File: src/include/pool_cfg.svh
`ifndef POOL_CFG_SVH
`define POOL_CFG_SVH

// width of one signed sample word
`define POOL_SAMPLE_W 16

// input FIFO address width, the depth is 2**POOL_FIFO_AW
`define POOL_FIFO_AW 4

// cycles from a compare request to its result, 1 to 4 are supported
`define POOL_CMP_LAT 2

`endif

File: src/source/pool_ctrl_pkg.sv
package pool_ctrl_pkg;

    typedef enum logic [1:0] {
        IDLE,     // waits for data and latches the window length
        FETCH,    // issues one FIFO read
        WAIT_CMP, // waits for the compare of the fetched sample
        FINISH    // window closed, result valid
    } pool_state_t;

endpackage

File: src/source/pool_data_pkg.sv
`include "pool_cfg.svh"

package pool_data_pkg;

    typedef logic signed [`POOL_SAMPLE_W-1:0] sample_t; // one signed sample

    typedef logic [7:0] kernel_t; // window length, also the counter width

    // start value of every window maximum
    localparam sample_t SAMPLE_MIN = {1'b1, {(`POOL_SAMPLE_W-1){1'b0}}};

endpackage

File: src/source/pool_ifs.sv
`timescale 1ns/1ps

interface fifo_rd_if;
    import pool_data_pkg::*;

    logic    rd_en;
    logic    empty;
    sample_t rd_data;
    logic    rd_valid; // one cycle after rd_en, qualifies rd_data

    modport consumer (output rd_en, input empty, rd_data, rd_valid);
    modport provider (input rd_en, output empty, rd_data, rd_valid);
endinterface

interface cmp_if;
    import pool_data_pkg::*;

    sample_t a;
    sample_t b;
    logic    nd;  // new compare request
    logic    gt;  // a > b, valid with rdy
    logic    rdy;

    modport requester (output a, b, nd, input gt, rdy);
    modport comparator (input a, b, nd, output gt, rdy);
endinterface

File: src/source/magnitude_comparator.sv
`timescale 1ns/1ps
`include "pool_cfg.svh"

module magnitude_comparator (
    input logic        clk,
    input logic        rst,
    cmp_if.comparator  cmp
);

    logic [`POOL_CMP_LAT-1:0] valid_pipe;
    logic [`POOL_CMP_LAT-1:0] gt_pipe;

    always_ff @(posedge clk or posedge rst) begin
        if (rst) begin
            valid_pipe <= '0;
        end else begin
            valid_pipe[0] <= cmp.nd;
            for (int i = 1; i < `POOL_CMP_LAT; i++) begin
                valid_pipe[i] <= valid_pipe[i-1];
            end
        end
    end

    always_ff @(posedge clk) begin
        gt_pipe[0] <= (cmp.a > cmp.b); // both operands are signed
        for (int i = 1; i < `POOL_CMP_LAT; i++) begin
            gt_pipe[i] <= gt_pipe[i-1];
        end
    end

    assign cmp.gt  = gt_pipe[`POOL_CMP_LAT-1];
    assign cmp.rdy = valid_pipe[`POOL_CMP_LAT-1];

    // operands are sampled with the request and must be known then
    a_known_operands: assert property (@(posedge clk) disable iff (rst)
        cmp.nd |-> !$isunknown({cmp.a, cmp.b}));

endmodule

File: src/source/max_accumulator.sv
`timescale 1ns/1ps

module max_accumulator (
    input  logic                   clk,
    input  logic                   rst,
    input  pool_data_pkg::sample_t sample,
    input  logic                   sample_valid,
    input  logic                   first,
    cmp_if.requester               cmp,
    output logic                   cmp_rdy,
    output pool_data_pkg::sample_t max_value
);
    import pool_data_pkg::*;

    sample_t cand_q;   // sample under compare
    sample_t run_q;    // running maximum of the open window
    sample_t result_q; // maximum of the last closed window

    assign cmp.a   = sample;
    assign cmp.b   = first ? SAMPLE_MIN : run_q;
    assign cmp.nd  = sample_valid;
    assign cmp_rdy = cmp.rdy;

    always_ff @(posedge clk) begin
        if (sample_valid) cand_q <= sample;
    end

    always_ff @(posedge clk or posedge rst) begin
        if (rst) begin
            run_q    <= '0;
            result_q <= '0;
        end else begin
            // first also takes a sample equal to SAMPLE_MIN, which never compares greater
            if (cmp.rdy && (cmp.gt || first)) run_q <= cand_q;
            if (first) result_q <= run_q;
        end
    end

    // first is high from window close until the next window's first compare returns
    assign max_value = first ? run_q : result_q;

endmodule

File: src/source/pool_engine.sv
`timescale 1ns/1ps

module pool_engine (
    input  logic                   clk,
    input  logic                   rst,
    input  logic                   push,
    input  pool_data_pkg::sample_t push_data,
    output logic                   in_full,
    input  pool_data_pkg::kernel_t kernel_size,
    output pool_data_pkg::sample_t pool_max,
    output logic                   pool_done
);

    logic cnt_clear;
    logic cnt_step;
    logic last;
    logic first;
    logic cmp_rdy;

    fifo_rd_if fifo_rd ();
    cmp_if     cmp ();

    sample_fifo i_sample_fifo (
        .clk       (clk),
        .rst       (rst),
        .push      (push),
        .push_data (push_data),
        .full      (in_full),
        .rd        (fifo_rd.provider)
    );

    pool_fsm i_pool_fsm (
        .clk       (clk),
        .rst       (rst),
        .rd        (fifo_rd.consumer),
        .cnt_clear (cnt_clear),
        .cnt_step  (cnt_step),
        .first     (first),
        .last      (last),
        .cmp_rdy   (cmp_rdy),
        .pool_done (pool_done)
    );

    window_counter i_window_counter (
        .clk         (clk),
        .rst         (rst),
        .clear       (cnt_clear),
        .step        (cnt_step),
        .kernel_size (kernel_size),
        .last        (last)
    );

    max_accumulator i_max_accumulator (
        .clk          (clk),
        .rst          (rst),
        .sample       (fifo_rd.rd_data),
        .sample_valid (fifo_rd.rd_valid),
        .first        (first),
        .cmp          (cmp.requester),
        .cmp_rdy      (cmp_rdy),
        .max_value    (pool_max)
    );

    magnitude_comparator i_magnitude_comparator (
        .clk (clk),
        .rst (rst),
        .cmp (cmp.comparator)
    );

endmodule

File: src/source/pool_fsm.sv
`timescale 1ns/1ps

module pool_fsm (
    input  logic          clk,
    input  logic          rst,
    fifo_rd_if.consumer   rd,
    output logic          cnt_clear,
    output logic          cnt_step,
    output logic          first,
    input  logic          last,
    input  logic          cmp_rdy,
    output logic          pool_done
);
    import pool_ctrl_pkg::*;

    pool_state_t state_q;
    pool_state_t state_d;

    always_ff @(posedge clk or posedge rst) begin
        if (rst) begin
            state_q <= IDLE;
            first   <= 1'b1;
        end else begin
            state_q <= state_d;
            if (cmp_rdy) first <= last; // the next compare opens a new window after the last one
        end
    end

    always_comb begin
        state_d = state_q;
        case (state_q)
            IDLE: begin
                if (!rd.empty) state_d = FETCH;
            end
            FETCH: begin
                if (!rd.empty) state_d = WAIT_CMP; // an empty FIFO stalls here
            end
            WAIT_CMP: begin
                if (cmp_rdy) state_d = last ? FINISH : FETCH;
            end
            FINISH: begin
                state_d = IDLE;
            end
            default: begin
                state_d = IDLE;
            end
        endcase
    end

    assign rd.rd_en  = (state_q == FETCH) && !rd.empty;
    assign cnt_clear = (state_q == IDLE); // window length is latched here
    assign cnt_step  = (state_q == WAIT_CMP) && cmp_rdy;
    assign pool_done = (state_q == FINISH);

    // a compare result may only return while a fetched sample is pending
    a_rdy_when_waiting: assert property (@(posedge clk) disable iff (rst)
        cmp_rdy |-> (state_q == WAIT_CMP));

endmodule

File: src/source/sample_fifo.sv
`timescale 1ns/1ps
`include "pool_cfg.svh"

module sample_fifo (
    input  logic                   clk,
    input  logic                   rst,
    input  logic                   push,
    input  pool_data_pkg::sample_t push_data,
    output logic                   full,
    fifo_rd_if.provider            rd
);
    import pool_data_pkg::*;

    localparam int DEPTH = 1 << `POOL_FIFO_AW;

    sample_t                  mem [DEPTH];
    logic [`POOL_FIFO_AW-1:0] wr_ptr;
    logic [`POOL_FIFO_AW-1:0] rd_ptr;
    logic [`POOL_FIFO_AW:0]   count;
    logic                     do_push;
    logic                     do_read;

    assign do_push  = push && !full;        // pushes into a full buffer are lost
    assign do_read  = rd.rd_en && !rd.empty;
    assign full     = count[`POOL_FIFO_AW]; // only set when count equals DEPTH
    assign rd.empty = (count == '0);

    always_ff @(posedge clk) begin
        if (do_push) mem[wr_ptr] <= push_data;
        if (do_read) rd.rd_data <= mem[rd_ptr];
    end

    always_ff @(posedge clk or posedge rst) begin
        if (rst) begin
            wr_ptr      <= '0;
            rd_ptr      <= '0;
            count       <= '0;
            rd.rd_valid <= 1'b0;
        end else begin
            rd.rd_valid <= do_read;
            if (do_push) wr_ptr <= wr_ptr + 1'b1;
            if (do_read) rd_ptr <= rd_ptr + 1'b1;
            case ({do_push, do_read})
                2'b10:   count <= count + 1'b1;
                2'b01:   count <= count - 1'b1;
                default: count <= count; // push and read together leave it unchanged
            endcase
        end
    end

    // the consumer must never read from an empty buffer
    a_no_read_when_empty: assert property (@(posedge clk) disable iff (rst)
        rd.rd_en |-> !rd.empty);

endmodule

File: src/source/window_counter.sv
`timescale 1ns/1ps

module window_counter (
    input  logic                   clk,
    input  logic                   rst,
    input  logic                   clear,
    input  logic                   step,
    input  pool_data_pkg::kernel_t kernel_size,
    output logic                   last
);
    import pool_data_pkg::*;

    kernel_t size_q;
    kernel_t count_q;

    always_ff @(posedge clk or posedge rst) begin
        if (rst) begin
            size_q  <= kernel_t'(1);
            count_q <= '0;
        end else if (clear) begin
            size_q  <= (kernel_size == '0) ? kernel_t'(1) : kernel_size; // 0 acts as 1
            count_q <= '0;
        end else if (step) begin
            count_q <= count_q + kernel_t'(1);
        end
    end

    assign last = (count_q == size_q - kernel_t'(1)); // the sample in flight closes the window

endmodule
File: config.mk
export PLATFORM = sky130hd
export DESIGN_NAME = pool_engine
export DESIGN_NICKNAME = d
export VERILOG_FILES = /design/src/source/pool_ctrl_pkg.sv /design/src/source/pool_data_pkg.sv /design/src/source/pool_ifs.sv /design/src/source/magnitude_comparator.sv /design/src/source/max_accumulator.sv /design/src/source/pool_engine.sv /design/src/source/pool_fsm.sv /design/src/source/sample_fifo.sv /design/src/source/window_counter.sv
export VERILOG_INCLUDE_DIRS = /design/src /design/src/include
export SDC_FILE = /design/constraint.sdc
export NUM_CORES = 1
export LEC_CHECK = 0
export BUFFER_PORTS_ARGS = -buffer_cell sky130_fd_sc_hd__buf_2
export CORE_MARGIN = 2
export CORE_UTILIZATION = 48
export DETAILED_ROUTE_END_ITERATION = 8
export PLACE_DENSITY = 0.75
export SYNTH_ARGS = -nofsm -noshare
export SYNTH_HDL_FRONTEND = slang
export SYNTH_SLANG_ARGS = --single-unit
File: constraint.sdc
create_clock -name clk -period 3.7 [get_ports clk]
set_input_delay 0.185 -clock clk [delete_from_list [all_inputs] [get_ports clk]]
set_output_delay 0.185 -clock clk [all_outputs]
set_load 0.02 [all_outputs]
## After elaboration in Yosys (flattened, before gate mapping)

Memories as Yosys holds them, arrays and structs flattened. A register that Yosys moved wholly into a read port is not among the register bits.
Cells that the tools add are included.

- Memories kept: 1
- Memory bits (read-only): 0
- Latch bits: 0
- Memory bits (writable): 256
- Output and inout bits: 18
- Register bits after elaboration: 85

Memory list:

| name | words | width | read ports | clocked after memory_dff | write ports | RTL line | source |
|---|---|---|---|---|---|---|---|
| i_sample_fifo.mem | 16 | 16 | 1 | 1 | 1 | sample_fifo.sv:16 | `sample_t mem [DEPTH];` |

- Mux-type cells: 13
- $mul: 0
- Bitwise gates (word level): 0
- Magnitude comparators: 1
- $add $sub $neg: 6
- Equal/unequal tests: 9
- Shift operators: 0
- Div/mod/pow operators: 0
- Reduce and logical (&&, ||, !) cells: 14

Operators by type and width:

| kind | number |
|---|---|
| 16-bit 2-to-1 mux | 2 |
| 8-bit 2-to-1 mux | 3 |
| 16-bit > comparator | 1 |
| 5-bit case mux with 2 select lines | 1 |
| 4-bit by 1-bit adder with 4-bit output, second input constant | 2 |
| 8-bit by 1-bit adder with 8-bit output, second input constant | 1 |
| 8-bit == test | 1 |
| 8-bit logical NOT | 1 |
| 2-bit 2-to-1 mux | 4 |
| 2-bit case mux with 4 select lines | 1 |
| 8-bit by 1-bit subtractor with 8-bit output, second input constant | 1 |
| 2-bit == test, second input constant | 3 |
| 5-bit by 1-bit adder with 5-bit output, second input constant | 1 |
| 1-bit logical AND | 5 |
| 5-bit logical NOT | 1 |
| 5-bit by 1-bit subtractor with 5-bit output, second input constant | 1 |
| 2-bit by 1-bit == test with 1-bit output, second input constant | 2 |
| 2-bit != test, second input constant | 2 |
| 2-bit nonzero test | 2 |
| 3-bit AND reduction | 1 |
| 1-bit logical NOT | 2 |
| 2-bit logical NOT | 1 |
| 1-bit 2-to-1 mux | 2 |
| 2-bit by 1-bit != test with 1-bit output, second input constant | 1 |
| 1-bit logical OR | 1 |

## Depth between registers and ports, before layout

Gate-level depths: netlist (run 1).

- Word-level depth: 6
- Gate-level depth with buffers: 11
- Depth with buffers taken out: 11

## By module

Synthesis (run 1) repeated with hierarchy kept, for this count alone.

- Cells, all modules: 858
- Area total of the unflattened synthesis: 14661.6 um^2

Modules (own cells, without submodules):

| module | area each (um^2) | instances | cells each |
|---|---|---|---|
| sample_fifo | 11100.6 | 1 | 571 |
| max_accumulator | 1979.4 | 1 | 121 |
| window_counter | 909.6 | 1 | 87 |
| magnitude_comparator | 510.5 | 1 | 63 |
| pool_fsm | 161.4 | 1 | 16 |

## Worst setup path before layout (run 1)

No wires, ideal clock.

- Path kind: register -> register
- Start point: register i_sample_fifo.count[4]
- End point: register i_sample_fifo.count[4]
- Required time: 3.620 ns
- Path slack: 0.546 ns
- Period minus slack after synthesis: 3.154 ns
- Cell stages (with the launch flop): 12
- Setup time: 0.080 ns
- Arrival: 3.074 ns
- Path through: dfrtp_1 or4_1 nor2_1 nor3_2 ha_1 inv_1 fa_1 nor2b_1 o21ai_0 and3_1 nor3_1 xor2_1

- Cells in the longest elaborated chain, start to end: 6
- Elaborated cells between the ends (all ways): 12
- Classes of those cells: add/sub: 2; eq/ne: 2; mux: 1; reduce/logical: 7

RTL lines:

| item | RTL line | source |
|---|---|---|
| start: declaration | sample_fifo.sv:19 | `` logic [`POOL_FIFO_AW:0] count; `` |
| start signal: assignment | sample_fifo.sv:44 | `2'b10: count <= count + 1'b1;` |
| start signal: assignment | sample_fifo.sv:45 | `2'b01: count <= count - 1'b1;` |
| start signal: assignment | sample_fifo.sv:46 | `default: count <= count;` |
| 5-bit logical NOT * | sample_fifo.sv:26 | `assign rd.empty = (count == '0);` |
| 1-bit logical NOT * | n/a |  |
| 1-bit logical AND | pool_fsm.sv:50 | `assign rd.rd_en = (state_q == FETCH) && !rd.empty;` |
| 1-bit logical AND * | sample_fifo.sv:24 | `assign do_read = rd.rd_en && !rd.empty;` |
| named net i_sample_fifo.do_read | sample_fifo.sv:21 | `logic do_read;` |
| 2-bit by 1-bit == test with 1-bit output or 2-bit == test (tied branches) | sample_fifo.sv:43 | `case ({do_push, do_read})` |
| 5-bit case mux with 2 select lines or 2-bit nonzero test (tied branches) | n/a |  |

The timed path passes the listed nets; every way through them passes the cells marked *.
A chain may end at the register's enable or synchronous reset.

## Worst setup path in the final report (run 1)

- Start point: register i_sample_fifo.count[0]
- End point: register i_sample_fifo.count[4]

The elaborated chain is that of the path after synthesis.

==> results of run 1 <==
==> flip-flops by register name, indices dropped and copies added, names as in the netlist, 4 cells and up <==
register / cells
i_sample_fifo.mem: 256
i_window_counter.count_q: 8
i_sample_fifo.rd.rd_data: 16
i_sample_fifo.count: 5
i_max_accumulator.cand_q: 16
i_window_counter.size_q: 8
i_max_accumulator.result_q: 16
i_sample_fifo.wr_ptr: 4
i_sample_fifo.rd_ptr: 4
i_max_accumulator.run_q: 16
==> routing by layer <==
| layer | global-route usage [%] | wire length, microns | up-vias |
|---|---|---|---|
| met5 | 0 | 0 | - |
| met4 | 5.510 | 618 | 0 |
| met3 | 3.028 | 1573 | 50 |
| met2 | 30.78 | 13650 | 199 |
| met1 | 23.91 | 11430 | 3534 |
| li1 | - | - | 3077 |
==> final cells by class <==
type | count | area, sq um
diodes | 1 | 2.502
clock buffers | 45 | 975.9
clock inverters | 23 | 272.8
fillers | 2192 | 13070
inverters | 15 | 56.30
multi-input cells | 321 | 3727
flip-flops and latches | 357 | 10370
well taps | 390 | 488.0
repair buffers | 76 | 520.5
==> repair_timing <==
action | in CTS | in global routing
hold buffers | 9 | 0
setup buffers | 0 | 0
hold endpoints to repair | 49 | 0
setup endpoints to repair | 0 | 0
==> stage by stage <==
| stage | util (%) | total power [mW] | instance area [sq um] |
|---|---|---|---|
| after floorplan | - | 8.342 | 14310 |
| after global placement | 51.13 | 9.206 | 15070 |
| after detailed placement | 51.13 | 9.318 | 15070 |
| final | 55.68 | 13.02 | 16420 |
| after CTS | 55.67 | 13.15 | 16410 |
| after global routing | 55.67 | 13.65 | 16410 |
==> cells by family after synthesis <==
kind of cell	synth area share (%)
XOR/XNOR	1.224
adder cells (fa/ha/maj)	2.500
buffers and inverters	1.923
flip-flops	72.43
AND/OR/NAND/NOR	3.907
AO/OA/AOI/OAI	1.879
multiplexers	16.14
==> cell usage in the layout, fill, tap and decap left out, drive strengths merged, types with 2 or more instances in the layout <==
| master | n |
|---|---|
| edfxtp | 288 |
| mux4 | 80 |
| buf | 67 |
| dfrtp | 65 |
| clkbuf | 45 |
| mux2 | 39 |
| ha | 27 |
| o21ai | 24 |
| nand2 | 21 |
| nor2 | 20 |
| nand2b | 18 |
| inv | 16 |
| xnor2 | 14 |
| clkinv | 14 |
| nor3 | 10 |
| a21oi | 9 |
| dlygate4sd3 | 9 |
| nand4 | 8 |
| nor2b | 6 |
| xor2 | 6 |
| bufinv | 5 |
| nand3 | 4 |
| nor4 | 4 |
| o31ai | 3 |
| a31oi | 3 |
| o21a | 3 |
| clkinvlp | 3 |
| and3 | 2 |
| or3 | 2 |
| or4 | 2 |
| a21o | 2 |
| mux2i | 2 |
| nor4b | 2 |
| dfxtp | 2 |
| dfstp | 2 |
| and2 | 2 |
==> worst min path at each step <==
stage                                               from                                         to  slack (ns)  depth (start not counted)
2_1_floorplan                               push_data[0]          i_sample_fifo.mem[0][0]$_DFFE_PP_        0.28                          0
3_3_place_gp   i_magnitude_comparator.gt_pipe[0]$_DFF_P_  i_magnitude_comparator.gt_pipe[1]$_DFF_P_        0.31                          0
3_5_place_dp   i_magnitude_comparator.gt_pipe[0]$_DFF_P_  i_magnitude_comparator.gt_pipe[1]$_DFF_P_        0.31                          0
4_1_cts                                    push_data[12]        i_sample_fifo.mem[13][12]$_DFFE_PP_        0.01                          1
5_1_grt                                    push_data[10]         i_sample_fifo.mem[4][10]$_DFFE_PP_        0.03                          1
6_report                                   push_data[12]         i_sample_fifo.mem[7][12]$_DFFE_PP_        0.03                          1
==> power by group <==
| group | internal (mW) | switching (mW) |
|---|---|---|
| clock network | 2.25 | 1.51 |
| registers | 5.15 | 0.657 |
| logic | 1.80 | 1.66 |
| total | 9.20 | 3.82 |
==> metrics.yaml, run 1 <==
fmax_mhz: 327.5
vias: 6860
synth.avg_cell_area_sq_um: 19.74
hpwl_microns: 15220
skew_ns: 0.01941
end_kind: "flip-flop"
wire_per_inst_microns: 22.21
worst_ep_required_time_ns: 4.15
tightest_slew_ns: 1.129
path_depth: 11
min_period_over_period_pct: 82.52
cts_max_level: 2
cts_resized: 0
slew_viol_final: 0
cts_num_sinks: 357
grt_pass1_wl_microns: 41950
crit_chain: "or4_1 -> nor2_1 -> nor3_4 -> ha_1 -> inv_1 -> fa_1 -> nor2b_1 -> o21ai_0 -> and3_1 -> nor3_1 -> xor2_1"
grt_pass1_vias: 7210
final_antenna_net_count: 0
synthesis.area_sq_um: 14310
yosysTopAreaCellShare_pct: 60.42
die_h_microns: 176.7
syn_inst: 725
core_area_sq_um: 29480
die_w_microns: 176.7
synth_area_leaders: "edfxtp_1, dfrtp_1, mux4_2"
cts_root_buf: "clkbuf_16"
via_per_inst: 5.586
synth_edf_count: 288
cp_top_family: "simple AND/OR/NAND/NOR gates"
holdWs_ns: 0.03332
power_density_nw_per_um2: 793.1
ir_worst_vdd_uv: 396.3
globalRouteOverflowTotal: 0
dr.pass1.iters: 5
fin_nets: 863
r2r-start: "i_sample_fifo.count[0]$_DFFE_PP0P_"
cp_slowest_stage_delay_ns: 0.72
num_rows: 63
async_flop_share_pct: 18.77
drt_iter0_markers: 574
power_leakage_nw: 5.773
cpMaxStageDelayCell: "nor3_4"
ff2ff_path_depth: 11
post-place-ws_ns: 0.6221
initial_core_util_pct: 48.55
rsz0062_at_grt: "no"
drc_errors: 0
netlist_top_cells_count: "edfxtp_1, mux4_2, dfrtp_1, mux2_2, ha_1"
crit_start: "i_sample_fifo.count[0]$_DFFE_PP0P_"
cp-endpoint: "i_sample_fifo.count[4]$_DFFE_PP0P_"
yosysMostFrequentCell: "edfxtp_1"
finalSetupTns_ns: 0
status: "completed"
maxCapViolations: 0
ys_ff_latch: 357
crit_type: "flip-flop to flip-flop"
hold_viol_final: 0
wl_microns: 27270
timing.rr.end: "i_sample_fifo.count[4]$_DFFE_PP0P_"
stdcell_count: 1228
cts_tree: "yes"
worstSetupStartpointType: "flip-flop"
grt_max_degree: 45
syn_nets: 780
hp-class: "input port to flip-flop"
drive_above_1_share_pct: 30.23
ys_types: 52
clk_pin_slew_ns: 0.06
max-clock-path-buffers: 3
io_buffers: 44
setup_viol: 0
grt_usage_pct: 18.03
cts_buffers: 37
slew_headroom_pct: 24.71
place_inst: 1150
grt_antenna_before_repair: 1
cp.buffers_inverters: 1
io_pins: 45
fp.dieArea_sq_um: 31220
yosysSeqAreaShare_pct: 72.43
ys_warn_count: 0
yosys.area.top_type: "edfxtp_1"
cp.arrival_ns: 3.50
synth_flop_cell: "edfxtp_1"
gp_congestion: 0.7280
clock_latency_ns: 0.53
layout_setup_ws_ns: 0.6467
syn_to_final_growth_pct: 14.69
min_period_ns: 3.053
r2r_slack_ns: 0.65
critPathMaxFanout: 23
No activity file was read; power rests on OpenSTA's default activity.
==> run 2, diff against run 1 <==
==> constraint.sdc (replaced) <==
create_clock -name clk -period 2.9 [get_ports clk]
set_input_delay 0.145 -clock clk [delete_from_list [all_inputs] [get_ports clk]]
set_output_delay 0.145 -clock clk [all_outputs]
set_load 0.02 [all_outputs]
==> metrics.yaml, run 2 (same netlist as run 1, synthesis figures left out) <==
io_pins: 45
timing.rr.end: "i_sample_fifo.count[4]$_DFFE_PP0P_"
final_common_cell: "edfxtp_1"
io_buffers: 44
die_w_microns: 176.7
rsz0062_at_grt: "no"
slew_viol_final: 0
ff2ff_path_depth: 10
status: "completed"
power_density_nw_per_um2: 995.6
cts_root_buf: "clkbuf_16"
grt_pass1_wl_microns: 42300
worstSetupStartpointType: "flip-flop"
clk_pin_slew_ns: 0.06
grt_usage_pct: 18.12
min_path_cells: 1
crit_chain: "or4_1 -> nor2_1 -> nor3_4 -> ha_1 -> ha_1 -> nor2b_1 -> o21ai_0 -> a21oi_1 -> nor3_1 -> xor2_1"
slew_headroom_pct: 41.51
initial_core_util_pct: 48.55
hold_viol_final: 0
cp.arrival_ns: 3.14
hp-class: "input port to flip-flop"
die_h_microns: 176.7
fmax_mhz: 370.2
min_period_ns: 2.701
cpMostUsedCell: "ha_1"
drt_iter0_markers: 603
grt_max_degree: 46
cts_resized: 0
worst_ep_required_time_ns: 3.34
num_rows: 63
fp.dieArea_sq_um: 31220
hold_path_end: "i_sample_fifo.mem[14][4]$_DFFE_PP_"
r2r_slack_ns: 0.20
hpwl_microns: 17270
cts_buffers: 37
min_period_over_period_pct: 93.13
skew_ns: 0.01459
max-clock-path-buffers: 3
gp_congestion: 0.7931
grt_antenna_before_repair: 0
cts_max_level: 2
clock_latency_ns: 0.52
cts_num_sinks: 357
final_antenna_net_count: 0
drc_errors: 0
via_per_inst: 5.563
final_cell_mix: "edfxtp_1, mux4_2, dfrtp_1"
end_kind: "flip-flop"
core_area_sq_um: 29480
post_cts_buffers: 0
holdWs_ns: 0.01189
critPathMaxFanout: 4
vias: 7004
wire_per_inst_microns: 21.76
syn_to_final_growth_pct: 16.68
regMostFlops: "i_sample_fifo.mem"
ir_worst_vdd_uv: 513.3
tightest_slew_ns: 0.8761
finalSetupTns_ns: 0
setup_viol: 0
drive_above_1_share_pct: 30.96
grt_pass1_vias: 7235
antennaDiodeCount: 0
globalRouteOverflowTotal: 0
fin_nets: 896
dr.pass1.iters: 4
wl_microns: 27390
power_leakage_nw: 5.947
cp.buffers_inverters: 0
maxCapViolations: 0
cpMaxStageDelayCell: "or4_1"
r2r-start: "i_sample_fifo.count[0]$_DFFE_PP0P_"
cp_slowest_stage_delay_ns: 0.56
cp_top_family: "simple AND/OR/NAND/NOR gates"
cts_hold_buf: 20
crit_type: "flip-flop to flip-flop"
hp-start: "push_data[4]"
largest_reg_flops: 256
cts_tree: "yes"
## run 2: how the worst max path moves through the flow
stage | start | endpoint | cells past startpoint
after floorplan | i_sample_fifo.count[4]$_DFFE_PP0P_ | i_sample_fifo.count[4]$_DFFE_PP0P_ | 11
after global placement | i_sample_fifo.count[0]$_DFFE_PP0P_ | i_sample_fifo.count[4]$_DFFE_PP0P_ | 10
after detailed placement | i_sample_fifo.count[0]$_DFFE_PP0P_ | i_sample_fifo.count[4]$_DFFE_PP0P_ | 10
after CTS | i_sample_fifo.count[0]$_DFFE_PP0P_ | i_sample_fifo.count[4]$_DFFE_PP0P_ | 10
after global routing | i_sample_fifo.count[0]$_DFFE_PP0P_ | i_sample_fifo.count[4]$_DFFE_PP0P_ | 10
final | i_sample_fifo.count[0]$_DFFE_PP0P_ | i_sample_fifo.count[4]$_DFFE_PP0P_ | 10
## run 2: layout make-up
cell class	instances	area [sq um]
clock inverter	23	251.5
timing repair buffer	109	820.8
clock buffer	44	994.7
multi-input combinational	321	3717
fill	2144	12780
sequential	357	10370
inverter	15	56.30
tap	390	488.0
## run 2: power breakdown
part,total [mW],switching [mW],internal (mW)
clock,4.82,1.91,2.91
sequential,7.21,0.636,6.58
combinational,4.59,2.26,2.34
total,16.6,4.80,11.8
## run 2: worst reg2reg max path: stages (launching register included)
cell and delay (ns):
dfrtp_1 0.42, or4_1 0.56, nor2_1 0.19, nor3_4 0.05, ha_1 0.26, ha_1 0.33, nor2b_1 0.15, o21ai_0 0.18
a21oi_1 0.09, nor3_1 0.21, xor2_1 0.18
## run 2: metrics by stage
| step | setup slack (ns) | cells | utilization, % | total power [mW] | area [sq um] |
|---|---|---|---|---|---|
| 6_report | 0.1991 | 1259 | 56.65 | 16.63 | 16700 |
| 5_1_grt | 0.01834 | 1259 | 56.65 | 17.46 | 16700 |
| 4_1_cts | 0.1763 | 1259 | 56.65 | 16.80 | 16700 |
| 3_5_place_dp | 0.2137 | 1172 | 51.74 | 11.92 | 15250 |
| 3_3_place_gp | 0.2449 | 1172 | 51.74 | 11.76 | 15250 |
| 2_1_floorplan | 0.07733 | 725 | - | 10.65 | 14320 |
## run 2: routing by layer
metal  global-route usage, %  vias up  share of wire (%)  wire length, microns
met2                   29.82      210                 49                 13560
met4                   4.959        0                1.9                   525
li1                        -     3133                  -                     -
met1                   25.29     3611                 43                 11870
met5                       0        -                  0                     0
met3                   3.093       50                5.2                  1438
